`config.mk`:
```
export PLATFORM = sky130hd
export DESIGN_NAME = baser_tx_top
export DESIGN_NICKNAME = d
export VERILOG_FILES = /design/src/verilog/baser_pkg.sv /design/src/verilog/baser_regs_pkg.sv /design/src/verilog/baser_scrambler.sv /design/src/verilog/baser_tx_status.sv /design/src/verilog/baser_tx_top.sv /design/src/verilog/xgmii_baser_encoder.sv
export SDC_FILE = /design/constraint.sdc
export NUM_CORES = 1
export LEC_CHECK = 0
export BUFFER_PORTS_ARGS = -buffer_cell sky130_fd_sc_hd__buf_4
export CAP_MARGIN = 5
export CORE_AREA = 2 2 230 119
export CTS_BUF_LIST = sky130_fd_sc_hd__clkbuf_4
export DETAILED_ROUTE_END_ITERATION = 8
export DIE_AREA = 0 0 232 121
export PLACE_DENSITY_LB_ADDON = 0.1
export SKIP_LAST_GASP = 1
export SYNTH_ARGS = -nofsm -noshare
export SYNTH_HDL_FRONTEND = slang
export SYNTH_SLANG_ARGS = --single-unit
export TNS_END_PERCENT = 1
```
`constraint.sdc`:
```
create_clock -name clk -period 7.9 [get_ports clk]
set_clock_uncertainty 0.15 [all_clocks]
set_input_delay 2.37 -clock clk [delete_from_list [all_inputs] [get_ports clk]]
set_output_delay 2.37 -clock clk [all_outputs]
set_load 0.02 [all_outputs]
```
`src/verilog/baser_pkg.sv`:
```
// 10GBASE-R PCS constants: XGMII characters, line codes, sync headers, block types
package baser_pkg;

    // XGMII control characters
    localparam logic [7:0] xgmii_idle   = 8'h07;
    localparam logic [7:0] xgmii_lpi    = 8'h06;
    localparam logic [7:0] xgmii_start  = 8'hfb;
    localparam logic [7:0] xgmii_term   = 8'hfd;
    localparam logic [7:0] xgmii_error  = 8'hfe;
    localparam logic [7:0] xgmii_seq_os = 8'h9c;
    localparam logic [7:0] xgmii_res_0  = 8'h1c;
    localparam logic [7:0] xgmii_res_1  = 8'h3c;
    localparam logic [7:0] xgmii_res_2  = 8'h7c;
    localparam logic [7:0] xgmii_res_3  = 8'hbc;
    localparam logic [7:0] xgmii_res_4  = 8'hdc;
    localparam logic [7:0] xgmii_res_5  = 8'hf7;

    // 7-bit control codes on the line
    localparam logic [6:0] ctrl_idle  = 7'h00;
    localparam logic [6:0] ctrl_lpi   = 7'h06;
    localparam logic [6:0] ctrl_error = 7'h1e;
    localparam logic [6:0] ctrl_res_0 = 7'h2d;
    localparam logic [6:0] ctrl_res_1 = 7'h33;
    localparam logic [6:0] ctrl_res_2 = 7'h4b;
    localparam logic [6:0] ctrl_res_3 = 7'h55;
    localparam logic [6:0] ctrl_res_4 = 7'h66;
    localparam logic [6:0] ctrl_res_5 = 7'h78;

    localparam logic [3:0] o_seq_os = 4'h0;  // sequence ordered set

    localparam logic [1:0] sync_data = 2'b10;
    localparam logic [1:0] sync_ctrl = 2'b01;

    // block type field, byte layout from msb to lsb in the comments
    localparam logic [7:0] bt_ctrl     = 8'h1e;  // C7 C6 C5 C4 C3 C2 C1 C0
    localparam logic [7:0] bt_os_4     = 8'h2d;  // D7 D6 D5 O4 C3 C2 C1 C0
    localparam logic [7:0] bt_start_4  = 8'h33;  // D7 D6 D5 -- C3 C2 C1 C0
    localparam logic [7:0] bt_os_start = 8'h66;  // D7 D6 D5 -- O0 D3 D2 D1
    localparam logic [7:0] bt_os_04    = 8'h55;  // D7 D6 D5 O4 O0 D3 D2 D1
    localparam logic [7:0] bt_start_0  = 8'h78;  // D7 D6 D5 D4 D3 D2 D1
    localparam logic [7:0] bt_os_0     = 8'h4b;  // C7 C6 C5 C4 O0 D3 D2 D1
    localparam logic [7:0] bt_term_0   = 8'h87;  // C7 C6 C5 C4 C3 C2 C1
    localparam logic [7:0] bt_term_1   = 8'h99;  // C7 C6 C5 C4 C3 C2 -- D0
    localparam logic [7:0] bt_term_2   = 8'haa;  // C7 C6 C5 C4 C3 -- D1 D0
    localparam logic [7:0] bt_term_3   = 8'hb4;  // C7 C6 C5 C4 -- D2 D1 D0
    localparam logic [7:0] bt_term_4   = 8'hcc;  // C7 C6 C5 -- D3 D2 D1 D0
    localparam logic [7:0] bt_term_5   = 8'hd2;  // C7 C6 -- D4 D3 D2 D1 D0
    localparam logic [7:0] bt_term_6   = 8'he1;  // C7 -- D5 D4 D3 D2 D1 D0
    localparam logic [7:0] bt_term_7   = 8'hff;  // -- D6 D5 D4 D3 D2 D1 D0

    // payload and scrambler sizes
    localparam int blk_data_w  = 64;
    localparam int scr_state_w = 58;

    // x^58 + x^39 + 1, as state bit indices
    localparam int scr_tap_0 = 38;
    localparam int scr_tap_1 = 57;

endpackage

```
`src/verilog/baser_regs_pkg.sv`:
```
// 10GBASE-R TX status block register map and APB sizes
package baser_regs_pkg;

    localparam int apb_addr_w = 8;
    localparam int apb_data_w = 32;

    // register offsets
    localparam logic [apb_addr_w-1:0] reg_ctrl      = 8'h00;
    localparam logic [apb_addr_w-1:0] reg_block_cnt = 8'h04;
    localparam logic [apb_addr_w-1:0] reg_bad_cnt   = 8'h08;

    // reg_ctrl fields
    localparam int bit_scr_bypass = 0;
    localparam int bit_cnt_clear  = 1;  // write one, reads back zero

    localparam logic [apb_data_w-1:0] ctrl_reset = 32'h0000_0000;

    // counter widths
    localparam int block_cnt_w = 32;  // wraps
    localparam int bad_cnt_w   = 16;  // saturates

endpackage

```
`src/verilog/baser_scrambler.sv`:
```
// 10GBASE-R payload scrambler, self-synchronizing x^58 + x^39 + 1, 64 bits per cycle
`timescale 1ns/1ps

module baser_scrambler (
    input  logic                           clk,
    input  logic                           rst_n,
    input  logic                           scr_bypass,
    input  logic [baser_pkg::blk_data_w-1:0] enc_data,
    input  logic [1:0]                     enc_hdr,
    output logic [baser_pkg::blk_data_w-1:0] tx_data,
    output logic [1:0]                     tx_hdr
);
    import baser_pkg::*;

    logic [scr_state_w-1:0] scr_state;
    logic [scr_state_w-1:0] state_next;
    logic [blk_data_w-1:0]  scr_data;
    logic                   scr_bit;

    // 64 serial steps unrolled, lsb goes out first
    always_comb begin
        state_next = scr_state;
        for (int i = 0; i < blk_data_w; i++) begin
            scr_bit     = enc_data[i] ^ state_next[scr_tap_0] ^ state_next[scr_tap_1];
            scr_data[i] = scr_bit;
            state_next  = {state_next[scr_state_w-2:0], scr_bit};
        end
    end

    always_ff @(posedge clk) begin
        if (!rst_n) begin
            scr_state <= '1;
            tx_data   <= '0;
            tx_hdr    <= sync_ctrl;
        end else begin
            scr_state <= state_next;  // keeps running in bypass too
            tx_data   <= scr_bypass ? enc_data : scr_data;
            tx_hdr    <= enc_hdr;     // header is never scrambled
        end
    end

endmodule

```
`src/verilog/baser_tx_status.sv`:
```
// TX status block: APB registers with block and bad-block counters and scrambler bypass
`timescale 1ns/1ps

module baser_tx_status (
    input  logic                                 clk,
    input  logic                                 rst_n,
    input  logic                                 enc_bad,
    input  logic                                 psel,
    input  logic                                 penable,
    input  logic                                 pwrite,
    input  logic [baser_regs_pkg::apb_addr_w-1:0] paddr,
    input  logic [baser_regs_pkg::apb_data_w-1:0] pwdata,
    output logic [baser_regs_pkg::apb_data_w-1:0] prdata,
    output logic                                 pslverr,
    output logic                                 scr_bypass
);
    import baser_regs_pkg::*;

    logic [block_cnt_w-1:0] block_cnt;
    logic [bad_cnt_w-1:0]   bad_cnt;
    logic [apb_data_w-1:0]  rd_data;
    logic                   addr_hit;
    logic                   wr_en;
    logic                   cnt_clear;

    assign wr_en     = psel && penable && pwrite;  // access phase only
    assign cnt_clear = wr_en && paddr == reg_ctrl && pwdata[bit_cnt_clear];
    assign pslverr   = psel && penable && !addr_hit;

    // read mux and address decode
    always_comb begin
        rd_data  = '0;
        addr_hit = 1'b1;
        case (paddr)
            reg_ctrl:      rd_data[bit_scr_bypass] = scr_bypass;
            reg_block_cnt: rd_data = block_cnt;
            reg_bad_cnt:   rd_data = {{(apb_data_w-bad_cnt_w){1'b0}}, bad_cnt};
            default:       addr_hit = 1'b0;
        endcase
    end

    always_ff @(posedge clk) begin
        if (!rst_n) begin
            scr_bypass <= ctrl_reset[bit_scr_bypass];
            block_cnt  <= '0;
            bad_cnt    <= '0;
        end else begin
            if (wr_en && paddr == reg_ctrl)
                scr_bypass <= pwdata[bit_scr_bypass];
            if (cnt_clear) begin
                block_cnt <= '0;
                bad_cnt   <= '0;
            end else begin
                block_cnt <= block_cnt + 1'b1;  // one block per cycle
                if (enc_bad && bad_cnt != '1)
                    bad_cnt <= bad_cnt + 1'b1;
            end
        end
    end

    // read data captured in the setup phase, held through access
    always_ff @(posedge clk) begin
        if (psel && !penable && !pwrite)
            prdata <= rd_data;
    end

    a_apb_enable: assert property (
        @(posedge clk) disable iff (!rst_n)
        $rose(penable) |-> psel
    ) else $error("apb: penable rose without psel");

endmodule

```
`src/verilog/baser_tx_top.sv`:
```
// 10GBASE-R PCS transmit top: XGMII encoder, scrambler and APB status block
`timescale 1ns/1ps

module baser_tx_top (
    input  logic                                 clk,
    input  logic                                 rst_n,
    // XGMII side
    input  logic [baser_pkg::blk_data_w-1:0]       xgmii_txd,
    input  logic [7:0]                           xgmii_txc,
    // line side, one 66-bit block per cycle
    output logic [baser_pkg::blk_data_w-1:0]       tx_data,
    output logic [1:0]                           tx_hdr,
    // APB
    input  logic                                 psel,
    input  logic                                 penable,
    input  logic                                 pwrite,
    input  logic [baser_regs_pkg::apb_addr_w-1:0] paddr,
    input  logic [baser_regs_pkg::apb_data_w-1:0] pwdata,
    output logic [baser_regs_pkg::apb_data_w-1:0] prdata,
    output logic                                 pslverr
);
    import baser_pkg::*;

    logic [blk_data_w-1:0] enc_data;
    logic [1:0]            enc_hdr;
    logic                  enc_bad;
    logic                  scr_bypass;

    xgmii_baser_encoder i_xgmii_baser_encoder (
        .clk       (clk),
        .rst_n     (rst_n),
        .xgmii_txd (xgmii_txd),
        .xgmii_txc (xgmii_txc),
        .enc_data  (enc_data),
        .enc_hdr   (enc_hdr),
        .enc_bad   (enc_bad)
    );

    baser_scrambler i_baser_scrambler (
        .clk        (clk),
        .rst_n      (rst_n),
        .scr_bypass (scr_bypass),
        .enc_data   (enc_data),
        .enc_hdr    (enc_hdr),
        .tx_data    (tx_data),
        .tx_hdr     (tx_hdr)
    );

    // sits beside the pipeline, watches the encoder
    baser_tx_status i_baser_tx_status (
        .clk        (clk),
        .rst_n      (rst_n),
        .enc_bad    (enc_bad),
        .psel       (psel),
        .penable    (penable),
        .pwrite     (pwrite),
        .paddr      (paddr),
        .pwdata     (pwdata),
        .prdata     (prdata),
        .pslverr    (pslverr),
        .scr_bypass (scr_bypass)
    );

endmodule

```
`src/verilog/xgmii_baser_encoder.sv`:
```
// XGMII encoder: maps one 64-bit XGMII word per cycle into a 66-bit 10GBASE-R block
`timescale 1ns/1ps

module xgmii_baser_encoder (
    input  logic                           clk,
    input  logic                           rst_n,
    input  logic [baser_pkg::blk_data_w-1:0] xgmii_txd,
    input  logic [7:0]                     xgmii_txc,
    output logic [baser_pkg::blk_data_w-1:0] enc_data,
    output logic [1:0]                     enc_hdr,
    output logic                           enc_bad
);
    import baser_pkg::*;

    logic [55:0]           enc_ctrl;  // 7-bit code per lane
    logic [7:0]            enc_err;   // lane has no legal control code
    logic [blk_data_w-1:0] data_next;
    logic [1:0]            hdr_next;
    logic                  bad_next;

    // per-lane control code lookup
    always_comb begin
        for (int i = 0; i < 8; i++) begin
            enc_err[i] = 1'b0;
            if (xgmii_txc[i]) begin
                case (xgmii_txd[8*i +: 8])
                    xgmii_idle:  enc_ctrl[7*i +: 7] = ctrl_idle;
                    xgmii_lpi:   enc_ctrl[7*i +: 7] = ctrl_lpi;
                    xgmii_error: enc_ctrl[7*i +: 7] = ctrl_error;
                    xgmii_res_0: enc_ctrl[7*i +: 7] = ctrl_res_0;
                    xgmii_res_1: enc_ctrl[7*i +: 7] = ctrl_res_1;
                    xgmii_res_2: enc_ctrl[7*i +: 7] = ctrl_res_2;
                    xgmii_res_3: enc_ctrl[7*i +: 7] = ctrl_res_3;
                    xgmii_res_4: enc_ctrl[7*i +: 7] = ctrl_res_4;
                    xgmii_res_5: enc_ctrl[7*i +: 7] = ctrl_res_5;
                    default: begin
                        enc_ctrl[7*i +: 7] = ctrl_error;  // unknown character
                        enc_err[i] = 1'b1;
                    end
                endcase
            end else begin
                // a data byte where a control code is needed
                enc_ctrl[7*i +: 7] = ctrl_error;
                enc_err[i] = 1'b1;
            end
        end
    end

    // block format selection
    always_comb begin
        bad_next = 1'b0;
        hdr_next = sync_ctrl;
        if (xgmii_txc == 8'h00) begin
            data_next = xgmii_txd;
            hdr_next  = sync_data;
        end else if (xgmii_txc == 8'h1f && xgmii_txd[39:32] == xgmii_seq_os) begin
            data_next = {xgmii_txd[63:40], o_seq_os, enc_ctrl[27:0], bt_os_4};
            bad_next  = |enc_err[3:0];
        end else if (xgmii_txc == 8'h1f && xgmii_txd[39:32] == xgmii_start) begin
            data_next = {xgmii_txd[63:40], 4'd0, enc_ctrl[27:0], bt_start_4};
            bad_next  = |enc_err[3:0];
        end else if (xgmii_txc == 8'h11 && xgmii_txd[7:0] == xgmii_seq_os
                     && xgmii_txd[39:32] == xgmii_start) begin
            data_next = {xgmii_txd[63:40], 4'd0, o_seq_os, xgmii_txd[31:8], bt_os_start};
        end else if (xgmii_txc == 8'h11 && xgmii_txd[7:0] == xgmii_seq_os
                     && xgmii_txd[39:32] == xgmii_seq_os) begin
            data_next = {xgmii_txd[63:40], o_seq_os, o_seq_os, xgmii_txd[31:8], bt_os_04};
        end else if (xgmii_txc == 8'h01 && xgmii_txd[7:0] == xgmii_start) begin
            data_next = {xgmii_txd[63:8], bt_start_0};
        end else if (xgmii_txc == 8'hf1 && xgmii_txd[7:0] == xgmii_seq_os) begin
            data_next = {enc_ctrl[55:28], o_seq_os, xgmii_txd[31:8], bt_os_0};
            bad_next  = |enc_err[7:4];
        end else if (xgmii_txc == 8'hff && xgmii_txd[7:0] == xgmii_term) begin
            data_next = {enc_ctrl[55:7], 7'd0, bt_term_0};
            bad_next  = |enc_err[7:1];
        end else if (xgmii_txc == 8'hfe && xgmii_txd[15:8] == xgmii_term) begin
            data_next = {enc_ctrl[55:14], 6'd0, xgmii_txd[7:0], bt_term_1};
            bad_next  = |enc_err[7:2];
        end else if (xgmii_txc == 8'hfc && xgmii_txd[23:16] == xgmii_term) begin
            data_next = {enc_ctrl[55:21], 5'd0, xgmii_txd[15:0], bt_term_2};
            bad_next  = |enc_err[7:3];
        end else if (xgmii_txc == 8'hf8 && xgmii_txd[31:24] == xgmii_term) begin
            data_next = {enc_ctrl[55:28], 4'd0, xgmii_txd[23:0], bt_term_3};
            bad_next  = |enc_err[7:4];
        end else if (xgmii_txc == 8'hf0 && xgmii_txd[39:32] == xgmii_term) begin
            data_next = {enc_ctrl[55:35], 3'd0, xgmii_txd[31:0], bt_term_4};
            bad_next  = |enc_err[7:5];
        end else if (xgmii_txc == 8'he0 && xgmii_txd[47:40] == xgmii_term) begin
            data_next = {enc_ctrl[55:42], 2'd0, xgmii_txd[39:0], bt_term_5};
            bad_next  = |enc_err[7:6];
        end else if (xgmii_txc == 8'hc0 && xgmii_txd[55:48] == xgmii_term) begin
            data_next = {enc_ctrl[55:49], 1'd0, xgmii_txd[47:0], bt_term_6};
            bad_next  = enc_err[7];
        end else if (xgmii_txc == 8'h80 && xgmii_txd[63:56] == xgmii_term) begin
            data_next = {xgmii_txd[55:0], bt_term_7};
        end else if (xgmii_txc == 8'hff) begin
            data_next = {enc_ctrl, bt_ctrl};  // idle, lpi, error or reserved codes
            bad_next  = |enc_err;
        end else begin
            // lane pattern fits no block format
            data_next = {{8{ctrl_error}}, bt_ctrl};
            bad_next  = 1'b1;
        end
    end

    always_ff @(posedge clk) begin
        if (!rst_n) begin
            enc_data <= '0;
            enc_hdr  <= sync_ctrl;
            enc_bad  <= 1'b0;
        end else begin
            enc_data <= data_next;
            enc_hdr  <= hdr_next;
            enc_bad  <= bad_next;  // same cycle as the block it flags
        end
    end

    // the sync header must always carry a transition
    a_hdr_legal: assert property (
        @(posedge clk) disable iff (!rst_n)
        enc_hdr == sync_data || enc_hdr == sync_ctrl
    ) else $error("encoder: illegal sync header %b", enc_hdr);

endmodule
```
==> flow_summary.toml <==
[finish]
areaGrowthSynthToFinish_pct = 16.36
drive_gt1_share_pct = 17.98
seqCellArea_um2 = 5767
final_nets = 1940
antenna_cells = 0
multi_input_area_um2 = 7930
fillCellCount = 2295

[floorplan]
io_pins = 216
core_area_um2 = 26010
die-area_um2 = 28070
core.rowCount = 42
start_util_pct = 54.26
die_y_um = 121
die_x_um = 232

[synthesis]
syn-num-nets = 1770
synth_ff_type = "dfxtp_1"
synthArstFlopShare_pct = 0
synth_area_per_cell_um2 = 8.549
synth_cells = 1651
netlist_area_um2 = 14110
synth_top_area_cell = "dfxtp_1"
synthTopCellsByArea = "dfxtp_1, xnor2_1, edfxtp_1"
yosysSeqAreaShare_pct = 40.85
synth-edff-count = 32
yosys_warnings = 0
yosysMostFrequentCell = "dfxtp_1"
synth_top_cell_area_share_pct = 34.04
synth_cell_types = 82
ys_top_cells_by_count = "dfxtp_1, nor2_1, nand2_1"
yosys_register_bits = 272

[placed_design]
io_buffers = 185
place_ws_ns = 1.996
dp_hpwl_um = 36580
place_congestion = 1.064

[cts]
cts_buffer_depth = 3
cts_hold_buffers = 0
htreeDepth = 2
numCtsBuffers = 59
cts_root_buf = "clkbuf_4"
cts_tree = "built"
cts_resized = 0
clk_latency_ns = 0.72
clkSlewWorstSetupHoldPaths_ns = 0.09
cts.sinks = 272
post_cts_buffers = 0

[setup_path]
slowest_delay_ns = 0.26
cp-startpoint = "paddr[5]"
required_ns = 5.38
crit_arrival_ns = 3.39
path_cells = "buf_4, nor4_1, nand2_1, nor3b_2, nor3_1, buf_4"
cpMostUsedCell = "buf_4"
worstSetupStartpointType = "primary input"
timing.rr.end = "i_baser_tx_status.block_cnt[31]"
cp_slowest_cell = "nor4_1"
worstPathMaxFanout = 5
endpoint_kind = "primary output"
r2r_cells = 7
timing.rr.start = "i_baser_tx_status.block_cnt[5]"
path_class = "primary input to primary output"
r2r_slack_ns = 5.00

[route]
wl_um = 48250
antenna_left = 0
drt_first_pass_iters = 7
vias = 13430
drt-initial-drc-count = 1720
viasPerCell = 6.062
drc = 0
wl_per_cell_um = 21.78

[power_and_ir_drop]
power_density_nw_per_um2 = 314.3
ir_drop_v = 0.0002358
p_leak_nw = 6.423

[sta]
maxSlewHeadroom_pct = 24.09
fmax_mhz = 169.2
finalHoldViolations = 0
setup_viol = 0
timing.final.crit_share_pct = 74.81
worstMarginPinSlew_ns = 1.129
setup_ws_ns = 1.990
slew_violations = 0
setup_tns_ns = 0
rsz0062_at_grt = "no"
final.min_clock_period_ns = 5.910

[outcome]
outcome = "complete, no violations"

[hold_path]
hp-start = "i_xgmii_baser_encoder.enc_hdr[0]"
hold_path.class = "register to register"
whs_endpoint = "i_baser_scrambler.tx_hdr[0]"
min_path_cells = 1

[grt]
grt_pass1_vias = 12070
grt_pass1_wl_um = 72310
grt-ovfl-total = 0
grt_usage_pct = 34.19
grt_max_degree = 83
antenna_found_initial = 1

[flow_run]
cap_violations = 0
[how the worst max path moves through the flow]
stage | cells past startpoint | to
floorplan | 5 | pslverr
global placement | 6 | pslverr
detailed placement | 6 | pslverr
CTS | 6 | pslverr
global route | 6 | pslverr
finish | 6 | pslverr
[kinds of logic after synthesis]
logic type               after synthesis  synth area share [%]
adder cells (fa/ha/maj)                4                0.3191
XOR/XNOR                             245                 15.20
buffers and inverters                102                 3.094
AO/OA/AOI/OAI                        322                 15.13
AND/OR/NAND/NOR                      702                 25.12
flip-flops                           272                 40.85
multiplexers                           4                0.2837
[critical path: cells and delay by family]
kind,cells,cell delay [ns]
simple gates,4,0.76
buf+inv,2,0.27
[where the power goes]
group	total, W	internal (W)	switching, W
registers	0.00192	0.00170	0.000217
clock network	0.00111	0.000552	0.000559
logic	0.00213	0.000901	0.00123
[layout by cell type, fill, tap and decap left out, drive strengths merged, types with 9 or more instances in the layout]
cell type,netlist,routed
dfxtp,240,240
nor2,203,203
buf,26,195
nand2,172,172
xnor2,137,137
xor2,108,108
clkbuf,60,90
a21oi,79,79
o21ai,78,78
nand3,52,52
nand2b,40,40
and2,33,33
edfxtp,32,32
nand4,25,25
nor3,23,23
nor4,19,19
inv,16,19
a22o,18,18
or3,18,18
nor2b,18,18
o211ai,16,16
or2,16,16
a31oi,15,15
and3,14,14
nor3b,13,13
or4,12,12
a22oi,11,11
a211oi,10,10
o221ai,10,10
nand3b,10,10
and4,9,9
o21a,9,9
clkinv,0,9
[through the flow]
stage / cell area, µm² / total power, W / hold WS (ns) / util, % / std cells
after floorplan: 14110 / 0.003303 / 0.2363 / - / 1651
after global placement: 15660 / 0.004005 / 0.2606 / 60.21 / 2112
after detailed placement: 15660 / 0.004027 / 0.2688 / 60.21 / 2112
after CTS: 16420 / 0.005141 / 0.2888 / 63.14 / 2215
after global routing: 16420 / 0.005441 / 0.3045 / 63.14 / 2215
final: 16420 / 0.005162 / 0.2881 / 63.14 / 2215
[metal layers]
layer / part of all wire [%] / vias up / track usage, % / routed length [µm]
li1: - / 6140 / - / -
met1: 48 / 6346 / 54.14 / 23050
met2: 36 / 853 / 41.31 / 17160
met3: 15 / 88 / 13.18 / 7006
met4: 2.1 / 0 / 8.293 / 1027
met5: 0 / - / 0 / 0
[cell type report]
| class | count | share of cell area (%) |
|---|---|---|
| Multi-Input combinational cell | 1277 | 48.29 |
| Sequential cell | 272 | 35.11 |
| Timing Repair Buffer | 195 | 8.914 |
| Clock buffer | 90 | 4.114 |
| Tap cell | 352 | 2.682 |
| Clock inverter | 13 | 0.5257 |
| Inverter | 16 | 0.3657 |
[flip-flops by register name, summed over array words and instances (netlist names)]
register and flops:
i_baser_tx_status.block_cnt 32, i_baser_tx_status.bad_cnt 16, i_xgmii_baser_encoder.enc_data 64, i_xgmii_baser_encoder.enc_bad 1
i_baser_tx_status.prdata 32, i_xgmii_baser_encoder.enc_hdr 2, i_baser_scrambler.tx_hdr 2, i_baser_scrambler.scr_state 58
i_baser_tx_status.scr_bypass 1, i_baser_scrambler.tx_data 64
Power figures use the tool's default switching activity.
